[config.mk]
export PLATFORM = sky130hd
export DESIGN_NAME = burst_memory
export DESIGN_NICKNAME = d
export VERILOG_FILES = /design/src/verilog/fetch_pkg.sv /design/src/verilog/burst_memory.sv
export SDC_FILE = /design/constraint.sdc
export NUM_CORES = 1
export LEC_CHECK = 0
export BUFFER_PORTS_ARGS = -buffer_cell sky130_fd_sc_hd__buf_2
export CORE_ASPECT_RATIO = 0.8
export CORE_MARGIN = 10
export CORE_UTILIZATION = 40
export DETAILED_ROUTE_END_ITERATION = 16
export GPL_TIMING_DRIVEN = 0
export PLACE_DENSITY = 0.94
export SETUP_SLACK_MARGIN = 0.5
export SLEW_MARGIN = 20
export SYNTH_ARGS = -nofsm -noshare
export SYNTH_HDL_FRONTEND = slang
export SYNTH_SLANG_ARGS = --single-unit
[constraint.sdc]
create_clock -name Clk -period 3.85 [get_ports Clk]
set_input_delay 0.1925 -clock Clk [delete_from_list [all_inputs] [get_ports Clk]]
set_output_delay 0.1925 -clock Clk [all_outputs]
set_load 0.01 [all_outputs]
[src/rom_init.hex]
// One 32-bit instruction word per line, word addresses 0 to 63 in order
003CFF00
013CFE03
023CFD06
033CFC09
043CFB0C
053CFA0F
063CF912
073CF815
083CF718
093CF61B
0A3CF51E
0B3CF421
0C3CF324
0D3CF227
0E3CF12A
0F3CF02D
103CEF30
113CEE33
123CED36
133CEC39
143CEB3C
153CEA3F
163CE942
173CE845
183CE748
193CE64B
1A3CE54E
1B3CE451
1C3CE354
1D3CE257
1E3CE15A
1F3CE05D
203CDF60
213CDE63
223CDD66
233CDC69
243CDB6C
253CDA6F
263CD972
273CD875
283CD778
293CD67B
2A3CD57E
2B3CD481
2C3CD384
2D3CD287
2E3CD18A
2F3CD08D
303CCF90
313CCE93
323CCD96
333CCC99
343CCB9C
353CCA9F
363CC9A2
373CC8A5
383CC7A8
393CC6AB
3A3CC5AE
3B3CC4B1
3C3CC3B4
3D3CC2B7
3E3CC1BA
3F3CC0BD

[src/verilog/fetch_pkg.sv]
package fetch_pkg;

    // Cache geometry, shared by both cores
    localparam int NUM_SETS    = 8;
    localparam int NUM_WAYS    = 4;
    localparam int BLOCK_WORDS = 4;

    localparam int MEM_WORDS   = 64;  // Addresses wrap modulo this size
    localparam int MEM_LATENCY = 2;   // Accept to first beat
    localparam int NUM_PORTS   = 2;

    // Byte address fields
    localparam int BYTE_BITS   = 2;
    localparam int OFFSET_BITS = BYTE_BITS + $clog2(BLOCK_WORDS);
    localparam int SET_BITS    = $clog2(NUM_SETS);
    localparam int TAG_BITS    = 32 - SET_BITS - OFFSET_BITS;

    typedef logic [31:0]                    addr_t;
    typedef logic [31:0]                    word_t;
    typedef logic [TAG_BITS-1:0]            tag_t;
    typedef logic [SET_BITS-1:0]            set_idx_t;
    typedef logic [$clog2(NUM_WAYS)-1:0]    way_idx_t;
    typedef logic [$clog2(BLOCK_WORDS)-1:0] beat_cnt_t;
    typedef logic [$clog2(NUM_PORTS)-1:0]   port_idx_t;

    typedef struct packed {
        logic  valid;
        addr_t addr;   // Block aligned
    } mem_req_t;

    typedef struct packed {
        logic  valid;
        word_t data;
        logic  last;   // Final beat of the burst
    } mem_rsp_t;

    typedef enum logic [1:0] {IDLE, LOOKUP, REFILL} cache_state_t;
    typedef enum logic {ARB_IDLE, ARB_BUSY} arb_state_t;
    typedef enum logic [1:0] {MEM_IDLE, MEM_WAIT, MEM_BURST} mem_state_t;

endpackage

[src/verilog/burst_memory.sv]
`timescale 1ns/1ps

module burst_memory (
    input  logic                Clk,
    input  logic                rst,
    input  fetch_pkg::mem_req_t req,
    output fetch_pkg::mem_rsp_t rsp
);

    fetch_pkg::word_t mem [fetch_pkg::MEM_WORDS];

    fetch_pkg::mem_state_t state;
    logic [$clog2(fetch_pkg::MEM_LATENCY + 1)-1:0] wait_cnt;
    logic [$clog2(fetch_pkg::MEM_WORDS)-1:0] base_idx;  // Word address mod depth
    logic [$clog2(fetch_pkg::MEM_WORDS)-1:0] rd_idx;
    fetch_pkg::beat_cnt_t beat;

    initial $readmemh("/design/src/rom_init.hex", mem);

    assign rd_idx = base_idx + ($clog2(fetch_pkg::MEM_WORDS))'(beat);

    always_ff @(posedge Clk) begin
        if (rst) begin
            state     <= fetch_pkg::MEM_IDLE;
            rsp.valid <= 1'b0;
            rsp.last  <= 1'b0;
            wait_cnt  <= '0;
            beat      <= '0;
        end else begin
            case (state)
                fetch_pkg::MEM_IDLE: begin
                    rsp.valid <= 1'b0;
                    rsp.last  <= 1'b0;
                    if (req.valid) begin
                        base_idx <= req.addr[fetch_pkg::BYTE_BITS +: $clog2(fetch_pkg::MEM_WORDS)];
                        wait_cnt <= ($clog2(fetch_pkg::MEM_LATENCY + 1))'(fetch_pkg::MEM_LATENCY - 1);
                        beat     <= '0;
                        state    <= fetch_pkg::MEM_WAIT;
                    end
                end
                fetch_pkg::MEM_WAIT: begin
                    if (wait_cnt == '0) begin
                        rsp.valid <= 1'b1;  // First beat
                        rsp.last  <= 1'b0;
                        beat      <= beat + 1'b1;
                        state     <= fetch_pkg::MEM_BURST;
                    end else begin
                        wait_cnt <= wait_cnt - 1'b1;
                    end
                end
                fetch_pkg::MEM_BURST: begin
                    if (rsp.valid && rsp.last) begin
                        rsp.valid <= 1'b0;  // Last beat shown, free again
                        rsp.last  <= 1'b0;
                        state     <= fetch_pkg::MEM_IDLE;
                    end else begin
                        rsp.valid <= 1'b1;
                        rsp.last  <= (beat == fetch_pkg::beat_cnt_t'(fetch_pkg::BLOCK_WORDS - 1));
                        beat      <= beat + 1'b1;
                    end
                end
                default: state <= fetch_pkg::MEM_IDLE;
            endcase
        end
    end

    // Beat data, first word leaves at the end of the wait
    always_ff @(posedge Clk) begin
        if ((state == fetch_pkg::MEM_WAIT && wait_cnt == '0) ||
            (state == fetch_pkg::MEM_BURST && !(rsp.valid && rsp.last))) begin
            rsp.data <= mem[rd_idx];
        end
    end

    assert property (@(posedge Clk) disable iff (rst)
        $rose(req.valid) |-> state == fetch_pkg::MEM_IDLE)
        else $error("burst_memory: request arrived during a burst");

endmodule

; ---- Word-level counts from Yosys, hierarchy flattened
; Index checks and enable logic that the tools add are counted.
; Widths: inputs -> output; s select.
[totals]
register_bits = 40
word_cells = 45
inputBits = 35
[classes]
addsub = 2
n_eq_ne = 8
reduce_logical = 13
n_mux = 16
[op_table]
columns = op, count
row1 = $mux 2, 7
row2 = $pmux 2 s3, 2
row3 = $ne 2x2->1 const B, 4
row4 = $pmux 1 s3, 2
row5 = $reduce_and 3->1, 2
row6 = $eq 2x2->1 const B, 2
row7 = $logic_not 2->1, 2
row8 = $mux 1, 4
row9 = $pmux 2 s2, 1
row10 = $reduce_and 4->1, 1
row11 = $logic_and 1x1->1, 3
row12 = $reduce_bool 3->1, 1
row13 = $add 2x1->2 const B, 1
row14 = $eq 2x1->1 const B, 1
row15 = $ne 2x1->1 const B, 1
row16 = $reduce_and 2->1, 1
row17 = $reduce_bool 2->1, 1
row18 = $sub 2x1->2 const B, 1
row19 = $logic_not 1->1, 1
row20 = $logic_or 1x1->1, 1

; ---- Logic depth before layout (Yosys ltp)
[logic_depth]
ltp_word = 4
depth_mapped = 5
ltp_nobuf = 5

; ---- Worst setup path before layout
; No wires, ideal clock.
[synth_path]
kind = register to register
start = register state[0]
end = register wait_cnt[1] (netlist bit)
setup_ns = 0.070
path_stages_with_launch = 6
path_slack_ns = 2.335
path_buffers = 0
arrival_time_ns = 1.445
required_time_ns = 3.780
period_less_slack_ns = 1.515
cell_sequence = dfxtp_1 -> inv_1 -> ha_1 -> nor2b_4 -> or4_1 -> a21oi_1
[synth_between]
elab_chain_cells = 3
word_cells_on_any_way = 7
cone_classes = 3 x eq/ne / 1 x mux / 3 x reduce/logical
[synth_rtl]
columns = element, line
row1 = start: declaration, burst_memory.sv:12  ; fetch_pkg::mem_state_t state;
row2 = start signal: assignment, burst_memory.sv:24  ; state <= fetch_pkg::MEM_IDLE;
row3 = start signal: assignment, burst_memory.sv:38  ; state <= fetch_pkg::MEM_WAIT;
row4 = start signal: assignment, burst_memory.sv:46  ; state <= fetch_pkg::MEM_BURST;
row5 = $eq 2x1->1 / $logic_not 2->1 (equally long branches), burst_memory.sv:30  ; case (state)
row6 = $ne 2x2->1 (no line) / $reduce_bool 2->1 (equally long branches), n/a
row7 = $reduce_and 3->1 (no line), n/a
row8 = end signal: assignment, burst_memory.sv:36  ; wait_cnt <= ($clog2(fetch_pkg::MEM_LATENCY + 1))'(fetch_pkg::MEM_LATENCY - 1);
row9 = end signal: assignment, burst_memory.sv:48  ; wait_cnt <= wait_cnt - 1'b1;
row10 = end: declaration, burst_memory.sv:13  ; logic [$clog2(fetch_pkg::MEM_LATENCY + 1)-1:0] wait_cnt;
; Parallel ways exist; a longest one is shown, timed or not.
; A chain may end at the register's enable or synchronous reset.

; ---- Worst setup path in the final report
; Ends and elaborated chain as after synthesis.

==> results.toml <==
[outcome]
outcome = "completed"

[layout]
multi_input_area_um2 = 484
antenna_cells = 0
regArea_um2 = 160
fillCellCount = 170
final_nets = 173
drive_gt1_share_pct = 32.8
area_delta_synth_final_pct = 23.3

[worst_setup_path]
slowest_stage = "or4_1"
arrival_ns = 1.83
critical_path_class = "reg -> reg"
crit_chain = "inv_1 > ha_1 > nor2b_4 > or4_1 > a21oi_1"
critPathRequiredTime_ns = 4.05
max_stage_delay_ns = 0.51
end_kind = "flip-flop"
startpoint_type = "flip-flop"
critPathMaxFanout = 7

[sta]
clock_skew_ns = 0.00481
finalSetupViolCount = 0
hold_viol_final = 0
tns_ns = 0
rsz0062_at_grt = "no"
max_freq_mhz = 612
tightest_slew_ns = 0.518
whs_ns = 0.318
period_minus_slack_ns = 1.63
period_share_pct = 42.4
max-slew-margin-rel_pct = 65.1
drv_slew = 0

[power]
p_seq_share_pct = 28.2
clkPwrFrac_pct = 15.5
vdd_ir_drop_max_v = 0.000219
switching_share_pct = 41.1
p_sw_w = 0.000183
p_int_w = 0.000262
leakage_nw = 0.539
p_comb_share_pct = 56.3
power.density_nw_per_um2 = 456
total_power_w = 0.000445

[logic_synthesis]
ys.flop_type = "dfxtp_1"
synthDistinctLibCells = 28
avgSynthCellArea_um2 = 8.69
async_flop_share_pct = 0
ys_ff_latch = 8
yosysSeqAreaShare_pct = 20.3
syn-instance-count = 91
yosysWarnings = 0
synth-edff-count = 0
netlist_area_um2 = 791

[floorplanning]
row_count = 14
die_x_um = 69.7
core_area_um2 = 1870
die-area_um2 = 4170
initial_core_util_pct = 42.2
io_pins = 69
die_y_um = 59.8

[routing]
drt_iter0_drc = 16
ant_nets = 0
viasPerCell = 3.89
firstDrtPassIters = 4
drt_drc_violations_left = 0
postRouteWirelength_um = 1630
wl_per_cell_um = 10.7
dr_total_vias = 592

[clock_network]
clockBufferDepth = 2
clkSinkCount = 8
cts_buffers = 3
htreeDepth = 1
cts_setup_buffers = 0
clk_pin_slew_ns = 0.06
cts_resized = 0
cts_tree = "done"
hold_buffers = 0
cts_root_buf = "clkbuf_4"
clock_latency_ns = 0.26

[grt]
antenna_found_initial = 0
grtUsageTotal_pct = 7.38
overflow = 0
grt_pass1_wl_um = 2550
grt_max_degree = 11
grt_pass1_vias = 599

[placed_design]
port_buffers = 3
place_hpwl_um = 1430
gp_congestion = 0.892

[run]
maxCapViolations = 0

[hold_path]
holdCritPathClass = "in -> reg"
-- worst paths after layout --
path / depth (start not counted) / slack, ns / to / start
hold reg to reg: 2 / 0.47 / wait_cnt[1] / wait_cnt[1]
hold / removal: 2 / 0.32 / rsp[33] / rst
setup / recovery: 5 / 2.22 / wait_cnt[1] / state[0]
setup reg to reg: 5 / 2.22 / wait_cnt[1] / state[0]
-- routing by layer --
layer  part of all wire (%)  GRT usage (%)
met2                     51           14.1
met5                      0              0
met1                     37           6.30
met4                    1.2           2.53
met3                     11           4.64
-- area by class of cell --
| cell class | count | share of cell area (%) |
|---|---|---|
| multi-input cells | 76 | 49.7 |
| flip-flops and latches | 8 | 16.4 |
| inverters | 5 | 1.93 |
| repair buffers | 3 | 1.54 |
| plain buffers | 33 | 25.0 |
| well taps | 24 | 3.08 |
| clock buffers | 3 | 2.31 |
-- per-stage QoR --
step / cell area [um^2] / setup WS, ns / utilization, % / cells
2_1_floorplan: 907 / 2.33 / - / 122
3_3_place_gp: 952 / 2.27 / 50.8 / 149
3_5_place_dp: 952 / 2.22 / 50.8 / 149
4_1_cts: 975 / 2.21 / 52.0 / 152
5_1_grt: 975 / 2.13 / 52.0 / 152
6_report: 975 / 2.22 / 52.0 / 152
-- layout by cell type (no fill, tap or decap), types with 2 or more instances in the layout --
cell       n
ha_1       8
buf_4     32
or2b_1     2
mux2i_1    2
nand4_1    3
nand2b_1   3
o31ai_1    4
a21oi_1    5
clkbuf_4   3
o21ai_0    2
buf_2      3
conb_1    32
dfxtp_1    8
inv_1      5
-- power groups by stage --
stage	sequential (W)	combinational, W	clock [W]
finish	0.000126	0.000250	0.0000689
CTS	0.000126	0.000249	0.0000705
detailed placement	0.000128	0.000248	0
floorplan	0.000124	0.000203	0
global route	0.000129	0.000278	0.0000752
global placement	0.000126	0.000231	0
-- worst max-delay path, delay by kind of cell (launching register included) --
kind	cells	cell delay, ns
simple gates	2	0.67
flops	1	0.41
fa+ha+maj	1	0.23
compound gates	1	0.15
buf+inv	1	0.11
-- kinds of logic (layout without fill, tap and decap cells) --
family                     after synthesis  after routing  synth area share, %
other                                    1             32                0.474
muxes                                    2              2                 2.53
AOI/OAI and AO/OA                       14             14                 11.6
buffers and inverters                   38             44                 33.2
and+or+nand+nor                         20             20                 19.3
DFF                                      8              8                 20.3
adders and majority gates                8              8                 12.7
-- Yosys cell counts (all sizes together), types with 2 or more instances --
master,instances,area [um^2]
ha,8,100
or2b,2,15.0
a21oi,5,25.0
o21ai,2,10.0
nand4,3,18.8
dfxtp,8,160
inv,5,18.8
nor4,2,27.5
buf,32,240
nand2b,3,18.8
mux2i,2,20.0
o31ai,4,30.0
-- registers in the layout, summed over array words and instances (netlist names) --
signal and count:
beat 2, rsp 2, state 2, wait_cnt 2
Note: power is estimated with default switching activity, not from simulation.
