$ cat src/verilog/fetch_pkg.sv
package fetch_pkg;

    // Cache geometry, shared by both cores
    localparam int NUM_SETS    = 8;
    localparam int NUM_WAYS    = 4;
    localparam int BLOCK_WORDS = 4;

    localparam int MEM_WORDS   = 64;  // Addresses wrap modulo this size
    localparam int MEM_LATENCY = 2;   // Accept to first beat
    localparam int NUM_PORTS   = 2;

    // Byte address fields
    localparam int BYTE_BITS   = 2;
    localparam int OFFSET_BITS = BYTE_BITS + $clog2(BLOCK_WORDS);
    localparam int SET_BITS    = $clog2(NUM_SETS);
    localparam int TAG_BITS    = 32 - SET_BITS - OFFSET_BITS;

    typedef logic [31:0]                    addr_t;
    typedef logic [31:0]                    word_t;
    typedef logic [TAG_BITS-1:0]            tag_t;
    typedef logic [SET_BITS-1:0]            set_idx_t;
    typedef logic [$clog2(NUM_WAYS)-1:0]    way_idx_t;
    typedef logic [$clog2(BLOCK_WORDS)-1:0] beat_cnt_t;
    typedef logic [$clog2(NUM_PORTS)-1:0]   port_idx_t;

    typedef struct packed {
        logic  valid;
        addr_t addr;   // Block aligned
    } mem_req_t;

    typedef struct packed {
        logic  valid;
        word_t data;
        logic  last;   // Final beat of the burst
    } mem_rsp_t;

    typedef enum logic [1:0] {IDLE, LOOKUP, REFILL} cache_state_t;
    typedef enum logic {ARB_IDLE, ARB_BUSY} arb_state_t;
    typedef enum logic [1:0] {MEM_IDLE, MEM_WAIT, MEM_BURST} mem_state_t;

endpackage

$ cat src/verilog/mem_arbiter.sv
`timescale 1ns/1ps

module mem_arbiter (
    input  logic                Clk,
    input  logic                rst,
    input  fetch_pkg::mem_req_t req [fetch_pkg::NUM_PORTS],
    output fetch_pkg::mem_rsp_t rsp [fetch_pkg::NUM_PORTS],
    output fetch_pkg::mem_req_t mem_req,
    input  fetch_pkg::mem_rsp_t mem_rsp
);

    fetch_pkg::arb_state_t state;
    fetch_pkg::port_idx_t  grant;
    fetch_pkg::port_idx_t  last_served;
    fetch_pkg::port_idx_t  winner;
    logic                  any_req;

    // Scan starting after the last served port
    always_comb begin
        fetch_pkg::port_idx_t cand;
        any_req = 1'b0;
        winner  = last_served;
        for (int i = fetch_pkg::NUM_PORTS; i >= 1; i--) begin
            cand = fetch_pkg::port_idx_t'(last_served + i);
            if (req[cand].valid) begin
                any_req = 1'b1;
                winner  = cand;
            end
        end
    end

    always_ff @(posedge Clk) begin
        if (rst) begin
            state       <= fetch_pkg::ARB_IDLE;
            grant       <= '0;
            last_served <= '0;
        end else begin
            case (state)
                fetch_pkg::ARB_IDLE: begin
                    if (any_req) begin
                        grant       <= winner;
                        last_served <= winner;
                        state       <= fetch_pkg::ARB_BUSY;
                    end
                end
                fetch_pkg::ARB_BUSY: begin
                    if (mem_rsp.valid && mem_rsp.last) state <= fetch_pkg::ARB_IDLE;
                end
                default: state <= fetch_pkg::ARB_IDLE;
            endcase
        end
    end

    assign mem_req = (state == fetch_pkg::ARB_BUSY) ? req[grant] : '0;

    // Beats go to the owner only
    always_comb begin
        for (int p = 0; p < fetch_pkg::NUM_PORTS; p++) begin
            rsp[p] = '0;
            if (state == fetch_pkg::ARB_BUSY && grant == fetch_pkg::port_idx_t'(p)) begin
                rsp[p] = mem_rsp;
            end
        end
    end

    // Owner and its block address stay put for the whole burst
    assert property (@(posedge Clk) disable iff (rst)
        (state == fetch_pkg::ARB_BUSY) ##1 (state == fetch_pkg::ARB_BUSY)
        |-> $stable(grant) && $stable(mem_req.addr))
        else $error("mem_arbiter: grant moved during a burst");

endmodule
$ cat config.mk
export PLATFORM = sky130hd
export DESIGN_NAME = mem_arbiter
export DESIGN_NICKNAME = d
export VERILOG_FILES = /design/src/verilog/fetch_pkg.sv /design/src/verilog/mem_arbiter.sv
export SDC_FILE = /design/constraint.sdc
export NUM_CORES = 1
export LEC_CHECK = 0
export ABC_AREA = 1
export BUFFER_PORTS_ARGS = -buffer_cell sky130_fd_sc_hd__buf_2
export CAP_MARGIN = 20
export CORE_AREA = 3 3 78 80
export CTS_CLUSTER_DIAMETER = 100
export DETAILED_ROUTE_END_ITERATION = 8
export DIE_AREA = 0 0 81 83
export SYNTH_ARGS = -nofsm -noshare
export SYNTH_HDL_FRONTEND = slang
export SYNTH_SLANG_ARGS = --single-unit
$ cat constraint.sdc
create_clock -name Clk -period 1.45 [get_ports Clk]
set_clock_uncertainty 0.2 [all_clocks]
set_input_delay 0.145 -clock Clk [delete_from_list [all_inputs] [get_ports Clk]]
set_output_delay 0.145 -clock Clk [all_outputs]
set_load 0.01 [all_outputs]
* Word level (Yosys, flattened, before mapping) *
Cells that the tools add are included.

storage, ports and cells
  register bits = 2
  input bits = 102
  output and inout port bits = 101

operators by class
  reductions and logical operators = 5
  bitwise gates (word level) = 5
  order comparisons = 3
  multiplexer cells = 19
  add/sub/neg operators = 2

operators with widths
  kind                 count
  $mux 33              10
  $mux 34              2
  $ge 2x2->1 const B   3
  $mux 1               6
  $not 1->2            3
  $logic_and 1x1->1    3
  $reduce_and 3->1     1
  $add 1x1->1 const B  2
  $not 1->1            2
  $pmux 1 s2           1
  $reduce_bool 2->1    1

* Depth between registers and ports, before layout *
Gate-level depths: netlist of run 1.

  depth after elaboration = 9
  mapped depth = 5

* Least setup slack after synthesis of run 1 *
No wires, ideal clock.

  path kind = reg-to-output
  start point = register, netlist name last_served
  end point = output rsp[34] (netlist name)
  buffers on the path = 2
  path slack = 0.204 ns
  arrival time = 0.901 ns
  stages on the path, launching flop included = 6
  cells stage by stage = dfxtp_1 > buf_6 > inv_4 > nand2_2 > buf_2 > nor2_1

RTL lines
  element    RTL line          RTL
  to (decl)  mem_arbiter.sv:7  output fetch_pkg::mem_rsp_t rsp [fetch_pkg::NUM_PORTS],

==> results of run 1 <==
==> stage by stage <==
step	total power, mW	std cells	hold slack (ns)	setup TNS, ns
floorplan	0.435	232	0.0141	0
global placement	0.806	499	0.126	0
detailed placement	0.811	499	0.122	0
CTS	1.05	504	0.0317	-1.01
global route	1.21	506	0.0676	-6.26
finish	1.10	506	0.0322	-0.681
==> worst register-to-register path: stages (launching register included) <==
cell     delay (ns)
dfxtp_4        0.35
inv_2          0.10
buf_12         0.16
o21ai_0        0.10
a21oi_1        0.12
==> power breakdown <==
group	switching (mW)	internal [mW]	total (mW)	leakage, nW
logic	0.435	0.382	0.817	1.59
clock network	0.0376	0.175	0.213	0.0216
registers	0.0140	0.0615	0.0755	0.0178
total	0.486	0.618	1.10	1.63
==> how the worst max path moves through the flow <==
stage | startpoint | endpoint | slack [ns] | cells past startpoint
4_1_cts | last_served$_SDFFE_PP0P_ | rsp[67] | -0.04 | 5
3_3_place_gp | last_served$_SDFFE_PP0P_ | mem_req[13] | 0.09 | 4
3_5_place_dp | last_served$_SDFFE_PP0P_ | mem_req[2] | 0.06 | 4
5_1_grt | last_served$_SDFFE_PP0P_ | mem_req[14] | -0.11 | 5
6_report | last_served$_SDFFE_PP0P_ | mem_req[2] | -0.04 | 5
2_1_floorplan | last_served$_SDFFE_PP0P_ | rsp[34] | 0.20 | 5
==> final cells by class <==
cell class / instances / area, um2 / area share
repair buffers: 215 / 1230 / 0.520
clock buffers: 3 / 41.3 / 0.0175
multi-input cells: 177 / 810 / 0.342
flip-flops and latches: 2 / 47.5 / 0.0201
inverters: 37 / 146 / 0.0619
well taps: 72 / 90.1 / 0.0381
==> cell usage in the layout, fill, tap and decap left out <==
cell             n
buf_8            1
nand2_2          3
nand3_1          1
dfxtp_4          2
inv_2            1
inv_8            1
buf_4            2
inv_1           35
dlygate4sd3_1    1
clkbuf_16        1
a21oi_1         20
buf_2          200
a21oi_2         15
buf_12           6
nor2_2           8
nor2_1          60
nor2_4           1
o21ai_0          1
nand2_4          1
nand2_1         67
clkbuf_8         3
buf_6            4
==> state kept, by name, indices dropped and copies added (netlist names) <==
signal	cells
state	1
last_served	1
==> cell families after synthesis <==
kind of cell           synth area share
and+or+nand+nor                   0.539
DFF                              0.0403
AOI/OAI and AO/OA                 0.181
buffers and inverters             0.239
==> timing repair <==
item	in CTS	in global routing
setup endpoints to repair	101	92
setup buffers	1	0
gates resized for setup	8	32
endpoints found under the hold margin	2	0
hold buffers	1	0
cloned	0	2
pin swaps	0	1
==> layer usage <==
layer  routed length [um]  global-route usage  part of all wire
met1                 1980               0.138              0.35
met2                 2920               0.282              0.52
met3                  675              0.0282              0.12
met4                   24              0.0323            0.0043
met5                    0                   0                 0
==> flow_metrics.env, run 1 <==
export IMPL_fmax_ghz=0.673
export IMPL_netlist_area_leader_share=0.261
export IMPL_clk_insertion_delay_late_ns=0.21
export IMPL_required_ns=1.11
export IMPL_dr_first_iter_drc_count=50
export IMPL_numCtsBuffers=3
export IMPL_violations="negative setup slack"
export IMPL_place_area_um2=2140
export IMPL_critical_path_endpoint_type="output pin"
export IMPL_initial_core_util=0.182
export IMPL_synthCells=232
export IMPL_finalMaxSlewViolations=0
export IMPL_rrSetupSlack_ns=0.35
export IMPL_grt_pass1_wl_um=7790
export IMPL_grt_max_degree=35
export IMPL_min_to="last_served$_SDFFE_PP0P_"
export IMPL_fp_dieH_um=83
export IMPL_place_ws_ns=0.0606
export IMPL_cts_max_level=1
export IMPL_syn_area_um2=993
export IMPL_outcome="complete, but fails checks"
export IMPL_leakagePower_nw=1.63
export IMPL_arrival_ns=1.14
export IMPL_worst_r2r_endpoint="state$_SDFF_PP0_"
export IMPL_whs_path_depth=3
export IMPL_cap_violations=0
export IMPL_slowest_delay_ns=0.37
export IMPL_crit_fanout=17
export IMPL_clk_pin_slew_ns=0.03
export IMPL_ir_worst_vdd_mv=0.301
export IMPL_grt_pass1_vias=1805
export IMPL_fin_crit_sh=1.03
export IMPL_nFillCells=609
export IMPL_final_util=0.432
export IMPL_cts_root_buf="clkbuf_8"
export IMPL_io_buffers=202
export IMPL_core_region_area_um2=5470
export IMPL_ys_seq_area_frac=0.0403
export IMPL_grtUsageTotal=0.139
export IMPL_synthTopCellsByCount="nand2_1, nor2_1, a21oi_1, inv_1, buf_2"
export IMPL_max_slew_margin_rel=0.896
export IMPL_pwr_density_cell_nw_per_um2=467
export IMPL_setup_violations_final=51
export IMPL_post_dp_hpwl_um=4410
export IMPL_die_x_um=81
export IMPL_synth_edff_count=0
export IMPL_hold_viol_final=0
export IMPL_cts_buffer_depth=2
export IMPL_antenna_cells=0
export IMPL_setup_slack_ns=-0.0366
export IMPL_yosys_area_top_type="nand2_1"
export IMPL_hold_class="primary input to register"
export IMPL_r2r_cells=4
export IMPL_fin_area_um2=2370
export IMPL_cts_tree="done"
export IMPL_dr_pass1_iters=4
export IMPL_syn_to_final_growth_pct=138
export IMPL_synthTopCellsByArea="nand2_1, nor2_1, a21oi_1, inv_1, buf_2"
export IMPL_min_from="req[32]"
export IMPL_drc_errors=0
export IMPL_rows=27
export IMPL_slowest_stage="dfxtp_4"
export IMPL_grt_overflow=0
export IMPL_crit_path_start_kind="register"
export IMPL_finalNetCount=538
export IMPL_antenna_found_initial=0
export IMPL_critical_path_buf_inv_count=3
export IMPL_min_period_ns=1.49
export IMPL_drt_total_wl_um=5600
export IMPL_path_cells="inv_8 -> buf_12 -> nand2_1 -> a21oi_2 -> buf_2"
export IMPL_final_antenna_net_count=0
export IMPL_drive_above_1_share=0.574
export IMPL_vias=2131
export IMPL_r2r_start="state$_SDFF_PP0_"
export IMPL_crit_type="register to output pin"
export IMPL_synthArstFlopShare=0
export IMPL_yosys_warnings=0
export IMPL_syn_nets=334
export IMPL_worst_slew_pin_slew_ns=0.154
export IMPL_gp_congestion=0.741
export IMPL_critical_path_top_delay_family="flip-flops"
export IMPL_wl_per_cell_um=11.1
export IMPL_cts_num_sinks=2
export IMPL_grt_setup_unrepaired="yes"
export IMPL_pin_count=203
export IMPL_ys_ff_latch=2
export IMPL_die_area_um2=6720
export IMPL_synth_main_ff_cell="dfxtp_1"
export IMPL_synthDistinctLibCells=13
export IMPL_syn_area_per_cell_um2=4.28
export IMPL_vias_per_cell=4.21
Note: power is estimated with default switching activity, not from simulation.
==> inputs of run 2 (changes only) <==
==> constraint.sdc (replaced) <==
create_clock -name Clk -period 1.45 [get_ports Clk]
set_clock_uncertainty 0.2 [all_clocks]
set_input_delay 0.0725 -clock Clk [delete_from_list [all_inputs] [get_ports Clk]]
set_output_delay 0.0725 -clock Clk [all_outputs]
set_load 0.01 [all_outputs]
==> run 2 against run 1 <==
Compared with the run above: global-route usage fell by 0.45 points; total power is 15% higher; clock power barely moved; via count up 4.3%; sequential cell count did not move; the flow now finishes without violations; die area did not move; combinational power grew 20%; largest power group unchanged; utilization up 5.3 points; routed wire length up 13%; sequential share of layout area shrank 0.22 points; non-clock buffer count rose by 11.
==> flow_metrics.env, run 2 (same netlist as run 1, synthesis figures left out) <==
export IMPL_pwr_density_cell_nw_per_um2=479
export IMPL_place_area_um2=2110
export IMPL_slowest_stage="dfxtp_4"
export IMPL_ir_worst_vdd_mv=0.322
export IMPL_final_antenna_net_count=0
export IMPL_required_ns=1.18
export IMPL_min_to="state$_SDFF_PP0_"
export IMPL_drt_total_wl_um=6350
export IMPL_numCtsBuffers=3
export IMPL_fin_crit_sh=0.991
export IMPL_crit_fanout=8
export IMPL_crit_path_start_kind="register"
export IMPL_largest_registers="last_served: 1 flops, state: 1 flops"
export IMPL_dr_first_iter_drc_count=67
export IMPL_core_region_area_um2=5470
export IMPL_crit_type="register to output pin"
export IMPL_critical_path_endpoint_type="output pin"
export IMPL_critical_path_buf_inv_count=4
export IMPL_cts_max_level=1
export IMPL_cap_violations=0
export IMPL_p_sw_uw=560
export IMPL_hold_viol_final=0
export IMPL_min_from="mem_rsp[0]"
export IMPL_dr_pass1_iters=4
export IMPL_whs_path_depth=4
export IMPL_drc_errors=0
export IMPL_fp_dieH_um=83
export IMPL_worst_slew_pin_slew_ns=0.143
export IMPL_power_share_clock=0.169
export IMPL_drive_above_1_share=0.631
export IMPL_gp_congestion=0.716
export IMPL_wl_per_cell_um=12.3
export IMPL_cts_tree="done"
export IMPL_pin_count=203
export IMPL_antenna_cells=0
export IMPL_die_area_um2=6720
export IMPL_outcome="finished, final reports clean"
export IMPL_fmax_ghz=0.696
export IMPL_hold_class="primary input to register"
export IMPL_place_inst=498
export IMPL_r2r_cells=6
export IMPL_leakagePower_nw=1.75
export IMPL_max_slew_margin_rel=0.904
export IMPL_rrSetupSlack_ns=0.13
export IMPL_setup_violations_final=0
export IMPL_layout_common_cells="buf_2, nor2_1, nand2_1, inv_1, a21oi_2"
export IMPL_post_dp_hpwl_um=4380
export IMPL_die_x_um=81
export IMPL_min_period_ns=1.44
export IMPL_grt_util_met1=0.130
export IMPL_gr_max_usage_layer="met2"
export IMPL_layoutNonFillerInstCount=517
export IMPL_grt_setup_unrepaired="yes"
export IMPL_cts_num_sinks=2
export IMPL_vias_per_cell=4.30
export IMPL_grt_pass1_wl_um=7550
export IMPL_p_sw_frac=0.441
export IMPL_final_util=0.485
export IMPL_io_buffers=202
export IMPL_initial_core_util=0.182
export IMPL_grt_max_degree=37
export IMPL_vias=2222
export IMPL_arrival_ns=1.16
export IMPL_met3_usage=0.0174
export IMPL_pwr_share_comb=0.771
export IMPL_clk_pin_slew_ns=0.03
export IMPL_r2r_start="state$_SDFF_PP0_"
export IMPL_rows=27
export IMPL_seqPwrFrac=0.060
export IMPL_finalNetCount=549
export IMPL_cts_root_buf="clkbuf_8"
export IMPL_fin_area_um2=2650
export IMPL_finalMaxSlewViolations=0
export IMPL_final_common_cell="buf_2"
export IMPL_path_cells="buf_6 -> inv_8 -> clkbuf_16 -> a21oi_2 -> buf_2"
export IMPL_grtUsageTotal=0.135
export IMPL_critical_path_top_delay_family="buffers and inverters"
export IMPL_clk_insertion_delay_late_ns=0.21
export IMPL_use_met2=0.280
export IMPL_p_int_uw=710
export IMPL_grt_overflow=0
export IMPL_slowest_delay_ns=0.37
export IMPL_worst_r2r_endpoint="last_served$_SDFFE_PP0P_"
export IMPL_antenna_found_initial=0
export IMPL_grt_pass1_vias=1833
export IMPL_syn_to_final_growth_pct=167
export IMPL_cts_buffer_depth=2
==> run 2: worst max-delay path by stage <==
stage / startpoint / end / depth (start not counted)
global placement: state$_SDFF_PP0_ / mem_req[17] / 5
CTS: last_served$_SDFFE_PP0P_ / mem_req[19] / 5
global route: last_served$_SDFFE_PP0P_ / mem_req[21] / 4
floorplan: last_served$_SDFFE_PP0P_ / rsp[34] / 5
finish: state$_SDFF_PP0_ / mem_req[17] / 5
detailed placement: last_served$_SDFFE_PP0P_ / mem_req[12] / 4
==> run 2: worst min-delay path, cell delays in order <==
cell,delay (ns)
buf_2,0.09
nand2_1,0.08
nand2_1,0.07
a21oi_1,0.05
==> run 2: what timing repair did <==
action / CTS / global route
hold buffers: 3 / 0
buffers inserted: 0 / 3
pin swaps: 0 / 0
setup endpoints to repair: 96 / 96
gates cloned: 0 / 10
endpoints found under the hold margin: 2 / 0
resized for setup: 5 / 68
==> run 2: routing by layer <==
metal  up-vias  share of wire  routed length [um]
met1       969           0.35                2240
met5         -              0                   0
met3         2          0.098                 625
met4         0         0.0022                  14
met2       136           0.55                3470
li1       1115              -                   -
==> run 2: area by class of cell <==
| cell class | count | area (um2) |
|---|---|---|
| Clock buffer | 3 | 41.3 |
| Sequential cell | 2 | 47.5 |
| Timing Repair Buffer | 226 | 1410 |
| Fill cell | 575 | 2820 |
| Inverter | 37 | 159 |
| Tap cell | 72 | 90.1 |
| Multi-Input combinational cell | 177 | 910 |
==> run 2: metrics by stage <==
| step | TNS, ns | hold WS (ns) | worst slack [ns] | total power, mW |
|---|---|---|---|---|
| after detailed placement | 0 | 0.0489 | 0.133 | 0.792 |
| final | 0 | 0.000105 | 0.0132 | 1.27 |
| after CTS | -0.0147 | 0.0251 | -0.00749 | 1.04 |
| after global placement | 0 | 0.0485 | 0.140 | 0.787 |
| after floorplan | 0 | -0.0584 | 0.277 | 0.435 |
| after global routing | -1.03 | 0.0526 | -0.0345 | 1.37 |
==> run 2: power by group through the flow <==
stage          logic (mW)  clock network (mW)  registers, mW
2_1_floorplan       0.369                   0         0.0658
3_3_place_gp        0.718                   0         0.0696
3_5_place_dp        0.722                   0         0.0700
4_1_cts             0.737               0.228         0.0711
5_1_grt              1.07               0.226         0.0781
6_report            0.979               0.214         0.0766
